[config.mk]
export PLATFORM = sky130hd
export DESIGN_NAME = hazardUnit
export DESIGN_NICKNAME = d
export VERILOG_FILES = /design/src/logic/mipsPkg.sv /design/src/logic/hazardUnit.sv
export SDC_FILE = /design/constraint.sdc
export NUM_CORES = 1
export LEC_CHECK = 0
export BUFFER_PORTS_ARGS = -buffer_cell sky130_fd_sc_hd__buf_2
export CAP_MARGIN = 20
export CORE_AREA = 4 4 50 52
export DETAILED_ROUTE_END_ITERATION = 7
export DIE_AREA = 0 0 54 56
export PLACE_DENSITY_LB_ADDON = 0.3
export SYNTH_ARGS = -nofsm -noshare
export SYNTH_HDL_FRONTEND = slang
export SYNTH_SLANG_ARGS = --single-unit
[constraint.sdc]
create_clock -name vclk -period 1.5
set_clock_uncertainty 0.1 [all_clocks]
set_input_delay 0.225 -clock vclk [all_inputs]
set_output_delay 0.225 -clock vclk [all_outputs]
set_load 0.1 [all_outputs]
[src/logic/mipsPkg.sv]
package mipsPkg;

  typedef logic [31:0] wordT;     // data or instruction word
  typedef logic [4:0]  regAddrT;  // register number
  typedef logic [31:0] addrT;     // byte address, pc side

  localparam regAddrT zeroReg = 5'd0;  // hardwired zero
  localparam int dmemWords = 64;       // data memory depth in words

  // primary opcodes, instr[31:26]
  localparam logic [5:0] opRtype = 6'h00;
  localparam logic [5:0] opLw    = 6'h23;
  localparam logic [5:0] opSw    = 6'h2b;
  localparam logic [5:0] opBeq   = 6'h04;
  localparam logic [5:0] opAddiu = 6'h09;

  // r-type funct, instr[5:0]
  localparam logic [5:0] fnAddu = 6'h21;
  localparam logic [5:0] fnSubu = 6'h23;
  localparam logic [5:0] fnAnd  = 6'h24;
  localparam logic [5:0] fnOr   = 6'h25;
  localparam logic [5:0] fnSlt  = 6'h2a;

  typedef enum logic [2:0] {ADD, SUB, AND, OR, SLT} aluOpT;  // ADD is zero so a bubble adds
  typedef enum logic [1:0] {fwdNone, fwdWb, fwdMem} fwdSelT; // operand source in execute

  typedef struct packed {
    logic  regWrite;  // result goes to the register file
    logic  memToReg;  // result comes from data memory
    logic  memWrite;
    logic  aluSrc;    // operand b is the immediate
    logic  regDst;    // destination is rd, else rt
    logic  branch;
    aluOpT aluOp;
  } ctrlT;

  typedef struct packed {
    ctrlT    ctrl;
    regAddrT rs;
    regAddrT rt;
    regAddrT rd;
    wordT    srcA;  // register values as read in decode
    wordT    srcB;
    wordT    imm;   // sign extended
  } deStageT;

  typedef struct packed {
    ctrlT    ctrl;
    regAddrT rs;
    regAddrT writeReg;   // rt for a store, which is also the store source
    wordT    aluOut;     // result or memory address
    wordT    writeData;  // store data
  } emStageT;

  typedef struct packed {
    logic    regWrite;
    logic    memToReg;
    regAddrT writeReg;
    wordT    aluOut;
    wordT    readData;
  } mwStageT;

endpackage

[src/logic/hazardUnit.sv]
`timescale 1ns/1ps

module hazardUnit (
  input  logic             branchD,
  input  mipsPkg::regAddrT rsD,
  input  mipsPkg::regAddrT rtD,
  input  mipsPkg::regAddrT rsE,
  input  mipsPkg::regAddrT rtE,
  input  mipsPkg::regAddrT rtM,
  input  logic             memToRegE,
  input  logic             regWriteE,
  input  mipsPkg::regAddrT writeRegE,
  input  mipsPkg::regAddrT writeRegM,
  input  mipsPkg::regAddrT writeRegW,
  input  logic             memToRegM,
  input  logic             regWriteM,
  input  logic             regWriteW,
  input  logic             memWriteM,
  output logic             stallF,
  output logic             stallD,
  output logic             flushE,
  output logic             forwardAD,
  output logic             forwardBD,
  output logic             forwardMM,
  output mipsPkg::fwdSelT  forwardAE,
  output mipsPkg::fwdSelT  forwardBE
);

  logic lwStall;
  logic branchStall;
  logic stall;

  // a later stage writes the register a consumer reads, never $0
  function automatic logic hits(input mipsPkg::regAddrT src, input mipsPkg::regAddrT dst,
                                input logic wr);
    return wr && (src != mipsPkg::zeroReg) && (src == dst);
  endfunction

  // memory stage is younger than writeback so it wins
  assign forwardAE = hits(rsE, writeRegM, regWriteM) ? mipsPkg::fwdMem :
                     hits(rsE, writeRegW, regWriteW) ? mipsPkg::fwdWb : mipsPkg::fwdNone;
  assign forwardBE = hits(rtE, writeRegM, regWriteM) ? mipsPkg::fwdMem :
                     hits(rtE, writeRegW, regWriteW) ? mipsPkg::fwdWb : mipsPkg::fwdNone;

  assign forwardAD = hits(rsD, writeRegM, regWriteM);  // branch compare operands
  assign forwardBD = hits(rtD, writeRegM, regWriteM);

  // store right behind a load of its data register
  assign forwardMM = memWriteM && hits(rtM, writeRegW, regWriteW);

  assign lwStall = memToRegE && ((rtE == rsD) || (rtE == rtD));  // load data not ready yet

  // beq compares in decode, so results still in execute or a load in memory are too late
  assign branchStall = branchD &&
                       ((regWriteE && ((writeRegE == rsD) || (writeRegE == rtD))) ||
                        (memToRegM && ((writeRegM == rsD) || (writeRegM == rtD))));

  assign stall  = lwStall || branchStall;
  assign stallF = stall;
  assign stallD = stall;
  assign flushE = stall;  // bubble into execute while decode holds

endmodule

==> results of run 1 <==
cells in the mapped netlist, drive strengths merged:
cell type  number
a31o            1
buf             5
clkbuf          2
inv             1
nand2           3
nand3           5
nand4           7
nor2            4
nor3            2
nor3b           1
nor4            9
o2111ai         1
o21ai           3
or4             4
xnor2          28
xor2           26
per-stage QoR:
step	instance area (um^2)	hold WS, ns
floorplan	968.4	0.5643
global placement	1530	0.7583
detailed placement	1530	0.7688
CTS	1790	0.7706
global route	1863	0.7846
finish	1863	0.7691
kinds of logic (layout without fill, tap and decap cells):
group	after synthesis	after routing	share of synthesized area
AO/OA/AOI/OAI	5	5	0.04193
XOR/XNOR	54	54	0.6097
buffers and inverters	8	90	0.06128
AND/OR/NAND/NOR	35	35	0.2871
layer usage:
metal	wire [um]	vias up	GRT usage
met3	252	16	0.02145
met1	1533	561	0.2648
met4	160	0	0.07117
li1	-	521	-
met2	2415	66	0.5173
met5	0	-	0
cell type report:
type	count	area [um^2]
repair buffers	89	863.3
fillers	98	242.7
multi-input cells	94	960.9
inverters	1	3.754
well taps	28	35.03
power by group through the flow:
stage / logic (mW) / registers (mW) / clock network (mW)
global placement: 0.468 / 0 / 0
floorplan: 0.282 / 0 / 0
CTS: 0.556 / 0 / 0
detailed placement: 0.485 / 0 / 0
global route: 0.634 / 0 / 0
finish: 0.606 / 0 / 0
cells in the final DEF, fill, tap and decap left out:
| master | n |
|---|---|
| xor2_2 | 1 |
| nand3_2 | 1 |
| a31o_4 | 1 |
| nand4_1 | 7 |
| nand2_1 | 3 |
| nor3b_4 | 1 |
| o21ai_0 | 1 |
| o21ai_4 | 2 |
| nor4_1 | 4 |
| nand3_1 | 4 |
| xnor2_4 | 1 |
| buf_4 | 25 |
| xor2_1 | 25 |
| buf_6 | 20 |
| nor3_2 | 1 |
| xnor2_2 | 8 |
| xnor2_1 | 19 |
| inv_1 | 1 |
| nor4_2 | 1 |
| nor3_1 | 1 |
| buf_8 | 5 |
| nor2_4 | 4 |
| buf_12 | 12 |
| nor4_4 | 4 |
| buf_2 | 27 |
| o2111ai_2 | 1 |
| or4_4 | 4 |
worst paths after layout:
kind	from	endpoint	slack, ns	depth (start not counted)
setup / recovery	rsE[1]	forwardAE[0]	-0.45	6
hold / removal	memWriteM	forwardMM	0.77	4
repair_timing:
action                     4_1_cts  5_1_grt
pin swaps                       29       10
hold buffers                     0        0
setup buffers                    1        1
gates resized for setup         60       14
setup endpoints to repair        9       10
==> flow_summary_export.csv, run 1 <==
group,metric,value,unit
placement,dp_hpwl,2734,um
placement,gp_congestion,0.8001,
placement,dp.cells,210,
global_routing,grt_max_degree,6,
outcome,violations,"negative setup slack",
power,power_switching_share,0.5067,
yosys,synth.cell_area,775.7,um^2
yosys,ys_warn_count,0,
route,drc,0,
yosys,synthTopCellsByArea,"xnor2_1, xor2_1, nand4_1",
floorplan,coreArea,2106,um^2
worst_setup_path,crit_path_frequent_cell,"nor4_4",
yosys,synth_top_area_share,0.3161,
floorplan,fp.dieH,56,um
worst_setup_path,end_kind,"output pin",
final_layout,syn_to_final_growth,140.2,%
final_layout,drive_gt1_frac,0.6467,
worst_setup_path,worst_setup_path_start_kind,"input pin",
sta,finalHoldViolations,0,
job,cap_violations,0,
route,viasPerCell,5.491,
route,postRouteAntennaNets,0,
yosys,synthCells,102,
worst_setup_path,worstPathMaxFanout,2,
route,drt-total-wl,4361,um
floorplan,ios,57,
route,drt_iter0_markers,25,
worst_setup_path,required,1.17,ns
worst_setup_path,crit_chain,"buf_6 > or4_4 > nor2_4 > nor4_4 > nor4_4 > buf_12",
placement,port_buffers,57,
sta,tns,-2.580,ns
floorplan,die_x,54,um
final_layout,regArea,0,um^2
sta,rsz0062_at_grt,"yes",
placement,pre_cts_ws,-0.4667,ns
global_routing,antenna_found_initial,0,
min_path,hp-class,"in2out",
floorplan,start_util,0.3684,
yosys,yosysTopAreaCell,"xnor2_1",
global_routing,grt_pass1_wl,5865,um
final_layout,fin_util,0.8847,
sta,fmax,512.9,MHz
sta,finalMaxSlewViolations,0,
global_routing,globalRouteTotalUtil,0.2585,
power,power_frac_seq,0,
power,switchingPower,0.3072,mW
yosys,synth_cell_types,21,
sta,setup_ws,-0.4496,ns
sta,period_needed,1.950,ns
final_layout,antenna_cells,0,
power,total_power,0.6064,mW
final_layout,nClkBuffers,0,
worst_setup_path,cp.arrival,1.62,ns
floorplan,num_rows,17,
outcome,status,"complete, but fails checks",
yosys,syn_nets,149,
sta,finalSetupViolCount,9,
global_routing,grt_pass1_vias,1279,
yosys,yosysSeqAreaShare,0,
sta,max-slew-margin-rel,0.7719,
yosys,syn_avg_cell_area,7.605,um^2
worst_setup_path,critPathBufInv,2,
worst_setup_path,max_stage_delay,0.55,ns
final_layout,nFlopsAndLatches,0,
sta,fin_crit_sh,1.300,
worst_setup_path,critical_path.top_delay_family,"simple AND/OR/NAND/NOR gates",
power,pwr-share-comb,1.000,
worst_setup_path,slowest_stage,"or4_4",
final_layout,fin_nets,233,
route,via_count,1164,
route,avgRoutedWirePerCell,20.57,um
power,leakagePower,0.7902,nW
final_layout,final_cells,212,
power,power_density,325.5,nW/um^2
power,p_clk_frac,0,
floorplan,die-area,3024,um^2
power,peakVddDrop,0.2095,mV
global_routing,grt_overflow_total,0,
route,dr.pass1.iters,4,
sta,worstMarginPinSlew,0.3396,ns
worst_setup_path,crit_type,"in2out",
power,power.internal,0.2991,mW
No activity file was read; power rests on OpenSTA's default activity.
==> run 2: changes to the inputs <==
--- a/config.mk
+++ b/config.mk
@@ -13,2 +13,3 @@
 export PLACE_DENSITY_LB_ADDON = 0.3
+export RECOVER_POWER = 25
 export SYNTH_ARGS = -nofsm -noshare
--- a/constraint.sdc
+++ b/constraint.sdc
@@ -4,2 +4,2 @@
 set_output_delay 0.225 -clock vclk [all_outputs]
-set_load 0.1 [all_outputs]
+set_load 0.02 [all_outputs]
==> run 2 against run 1 <==
Against the previous run: the run still ends with negative setup slack left; non-clock buffer count decreased by 4; global-route usage down 7.7 points; clock-buffer cell count is the same; wire length decreased by 35%; highest routed layer is now met3.
==> flow_summary_export.csv, run 2 (synthesized netlist as in run 1, its figures left out) <==
group,metric,value,unit
floorplan,coreArea,2106,um^2
job,cap_violations,0,
floorplan,num_rows,17,
route,drt-total-wl,2821,um
floorplan,start_util,0.3684,
min_path,min_to,"flushE",
sta,period_needed,1.773,ns
worst_setup_path,critical_path.top_delay_family,"simple AND/OR/NAND/NOR gates",
placement,port_buffers,57,
outcome,violations,"negative setup slack",
route,drc,0,
route,viasPerCell,4.813,
worst_setup_path,cp.arrival,1.45,ns
final_layout,layout_commonest_cell,"buf_2",
min_path,hold_start,"memToRegM",
sta,max-slew-margin-rel,0.8041,
worst_setup_path,end_kind,"output pin",
sta,fmax,564.0,MHz
sta,finalHoldViolations,0,
final_layout,syn_to_final_growth,90.65,%
global_routing,grt_overflow_total,0,
global_routing,grt_max_degree,5,
final_layout,nClkBuffers,0,
sta,finalMaxSlewViolations,0,
worst_setup_path,crit_start,"rtE[3]",
worst_setup_path,crit_type,"in2out",
sta,rsz0062_at_grt,"yes",
worst_setup_path,crit_path_frequent_cell,"nor4_4",
min_path,hp-class,"in2out",
placement,dp_hpwl,2347,um
global_routing,antenna_found_initial,0,
route,avgRoutedWirePerCell,13.56,um
final_layout,fin_util,0.7023,
sta,worstMarginPinSlew,0.2917,ns
power,power_density,280.9,nW/um^2
power,leakagePower,0.6548,nW
global_routing,grt_pass1_vias,1009,
outcome,status,"complete, but fails checks",
power,peakVddDrop,0.1698,mV
final_layout,fin_nets,229,
worst_setup_path,critPathBufInv,2,
final_layout,layout_common_cells,"buf_2, buf_4, xor2_1, xnor2_1, buf_6",
worst_setup_path,worstPathMaxFanout,4,
worst_setup_path,crit_chain,"buf_8 > or4_4 > nor2_4 > nor4_4 > nor4_4 > buf_4",
sta,fin_hold_ws,0.7029,ns
placement,gp_congestion,0.8662,
final_layout,regArea,0,um^2
route,dr.pass1.iters,4,
floorplan,die_x,54,um
floorplan,die-area,3024,um^2
sta,fin_crit_sh,1.182,
global_routing,grt_pass1_wl,4360,um
floorplan,fp.dieH,56,um
worst_setup_path,slowest_stage,"or4_4",
worst_setup_path,worst_setup_path_start_kind,"input pin",
floorplan,ios,57,
global_routing,globalRouteTotalUtil,0.1812,
route,postRouteAntennaNets,0,
final_layout,drive_gt1_frac,0.5556,
sta,setup_ws,-0.2729,ns
sta,finalSetupViolCount,8,
min_path,min_path_cells,3,
route,drt_iter0_markers,8,
route,via_count,1001,
worst_setup_path,max_stage_delay,0.54,ns
final_layout,antenna_cells,0,
final_layout,nFlopsAndLatches,0,
worst_setup_path,required,1.17,ns
==> run 2: changes by cell type in the layout (fill, tap and decap cells not counted), moves of 3 or more <==
| cell | previous run | this run |
|---|---|---|
| buf_2 | 27 | 39 |
| buf_4 | 25 | 30 |
| buf_12 | 12 | 0 |
| buf_6 | 20 | 13 |
| buf_8 | 5 | 2 |
| xnor2_1 | 19 | 25 |
| xnor2_2 | 8 | 3 |
==> run 2: how the worst max path moves through the flow <==
stage	cells past startpoint	slack (ns)	end
6_report	6	-0.27	forwardBE[0]
5_1_grt	8	-0.32	stallD
4_1_cts	6	-0.27	forwardBE[0]
3_5_place_dp	6	-0.30	forwardBE[0]
3_3_place_gp	6	-0.29	forwardBE[0]
2_1_floorplan	5	-0.30	forwardBE[0]
==> run 2: metal layers <==
layer / part of all wire / track usage / vias to the layer above
met2: 0.50 / 0.3253 / 49
met3: 0.097 / 0.008043 / 0
met5: 0 / 0 / -
li1: - / - / 516
met4: 0 / 0.01423 / 0
met1: 0.40 / 0.2397 / 436
==> run 2: stage by stage <==
| stage | instance area [um^2] | total power [mW] | setup WS, ns | instances | setup TNS [ns] |
|---|---|---|---|---|---|
| 4_1_cts | 1399 | 0.3927 | -0.2735 | 206 | -1.376 |
| 3_3_place_gp | 1275 | 0.3474 | -0.2912 | 203 | -1.718 |
| 5_1_grt | 1479 | 0.4497 | -0.3179 | 208 | -1.989 |
| 3_5_place_dp | 1275 | 0.3582 | -0.3003 | 203 | -1.848 |
| 6_report | 1479 | 0.4155 | -0.2729 | 208 | -1.359 |
| 2_1_floorplan | 859.6 | 0.1957 | -0.3022 | 102 | -0.5637 |
==> run 2: area by class of cell <==
class              instances  area, um^2
fillers                  174       626.9
repair buffers            85       601.8
multi-input cells         94       838.3
inverters                  1       3.754
well taps                 28       35.03
==> run 2: timing repair <==
item,CTS,global route
setup endpoints to repair,9,9
buffers inserted,3,2
pin swaps,11,9
hold buffers,0,0
resized for setup,30,12
==> run 2: report_power, final <==
part           internal, mW  switching [mW]  total, mW
combinational         0.223           0.192      0.415
sequential                0               0          0
clock                     0               0          0
==> run 3: changes to the inputs <==
Settings changed: RECOVER_POWER 25 to unset.
==> run 3 against run 2 <==
Against the previous run: the flow still finishes with violations (negative setup slack); core utilization unchanged; combinational power hardly changed; via count is the same; worst setup slack about the same; critical path type unchanged; largest cell class unchanged.
==> flow_summary_export.csv, run 3 (synthesized netlist as in run 1, its figures left out) <==
group,metric,value,unit
worst_setup_path,max_stage_delay,0.54,ns
final_layout,nClkBuffers,0,
route,dr.pass1.iters,4,
global_routing,globalRouteTotalUtil,0.1812,
worst_setup_path,required,1.17,ns
placement,pre_cts_ws,-0.3003,ns
worst_setup_path,slowest_stage,"or4_4",
min_path,hp-class,"in2out",
sta,period_needed,1.773,ns
global_routing,grt_pass1_wl,4360,um
worst_setup_path,crit_chain,"buf_8 > or4_4 > nor2_4 > nor4_4 > nor4_4 > buf_4",
sta,fin_crit_sh,1.182,
route,drt_iter0_markers,8,
power,power_density,280.9,nW/um^2
sta,finalHoldViolations,0,
floorplan,num_rows,17,
worst_setup_path,worstPathMaxFanout,4,
final_layout,antenna_cells,0,
floorplan,coreArea,2106,um^2
worst_setup_path,crit_start,"rtE[3]",
global_routing,grt_max_degree,5,
global_routing,grt_pass1_vias,1009,
final_layout,final_cells,208,
final_layout,nFlopsAndLatches,0,
placement,dp.cells,203,
sta,fmax,564.0,MHz
final_layout,nFillCells,174,
outcome,violations,"negative setup slack",
worst_setup_path,end_kind,"output pin",
worst_setup_path,worst_setup_path_start_kind,"input pin",
sta,max-slew-margin-rel,0.8041,
sta,rsz0062_at_grt,"yes",
sta,finalMaxSlewViolations,0,
route,viasPerCell,4.813,
final_layout,regArea,0,um^2
route,drt-total-wl,2822,um
worst_setup_path,crit_type,"in2out",
sta,worstMarginPinSlew,0.2917,ns
worst_setup_path,cp.arrival,1.45,ns
placement,port_buffers,57,
outcome,status,"complete, but fails checks",
final_layout,drive_gt1_frac,0.5556,
floorplan,fp.dieH,56,um
sta,setup_ws,-0.2730,ns
floorplan,ios,57,
floorplan,die-area,3024,um^2
global_routing,antenna_found_initial,0,
floorplan,die_x,54,um
cts,cts_hold_buf,0,
placement,gp_congestion,0.8662,
power,leakagePower,0.6557,nW
final_layout,syn_to_final_growth,90.65,%
route,drc,0,
power,peakVddDrop,0.1698,mV
sta,tns,-1.359,ns
route,postRouteAntennaNets,0,
global_routing,grt_overflow_total,0,
power,total_power,0.4155,mW
placement,dp_hpwl,2347,um
final_layout,fin_nets,229,
worst_setup_path,crit_path_frequent_cell,"nor4_4",
worst_setup_path,crit_end,"forwardBE[0]",
floorplan,start_util,0.3684,
final_layout,layout_common_cells,"buf_2, buf_4, xor2_1, xnor2_1, buf_6",
sta,finalSetupViolCount,8,
route,via_count,1001,
route,avgRoutedWirePerCell,13.57,um
final_layout,layout_commonest_cell,"buf_2",
job,cap_violations,0,
[run 3: timing repair]
action / 4_1_cts / 5_1_grt
buffers inserted: 3 / 2
gates cloned: 0 / 0
endpoints found under the setup margin: 9 / 9
pin swaps: 11 / 9
hold endpoints to repair: 0 / 0
resized for setup: 30 / 12
[run 3: worst min-delay path by stage]
| stage | startpoint | end | slack (ns) | cells past startpoint |
|---|---|---|---|---|
| after global routing | memToRegM | stallF | 0.72 | 3 |
| after detailed placement | memToRegM | flushE | 0.72 | 3 |
| after CTS | memToRegM | flushE | 0.70 | 3 |
| final | memToRegM | flushE | 0.70 | 3 |
| after floorplan | regWriteM | forwardAE[1] | 0.49 | 2 |
| after global placement | memToRegM | stallF | 0.72 | 3 |
[run 3: power breakdown]
group | leakage, nW | internal (mW) | switching [mW] | total (mW)
clock | 0 | 0 | 0 | 0
sequential | 0 | 0 | 0 | 0
combinational | 0.656 | 0.223 | 0.192 | 0.415
[run 3: final cells by class]
type / instances / area (um^2) / share of cell area
timing repair buffer: 85 / 601.8 / 0.4069
inverter: 1 / 3.754 / 0.002538
tap: 28 / 35.03 / 0.02369
multi-input combinational: 94 / 838.3 / 0.5668
[run 3: critical path: cells and delay by family]
kind	cells	cell delay, ns
buffers and inverters	2	0.28
AND/OR/NAND/NOR	4	0.94
[run 3: per-layer routing]
layer / GRT usage / routed length (um) / vias to the layer above
met5: 0 / 0 / -
met4: 0.01423 / 0 / 0
met3: 0.008043 / 279 / 0
met2: 0.3253 / 1404 / 49
met1: 0.2397 / 1139 / 436
li1: - / - / 516
[run 3: through the flow]
stage / util / instance area (um^2) / hold slack, ns
after CTS: 0.6643 / 1399 / 0.7041
after global placement: 0.6055 / 1275 / 0.7177
after detailed placement: 0.6055 / 1275 / 0.7177
after global routing: 0.7023 / 1479 / 0.7211
after floorplan: - / 859.6 / 0.4921
final: 0.7023 / 1479 / 0.7029
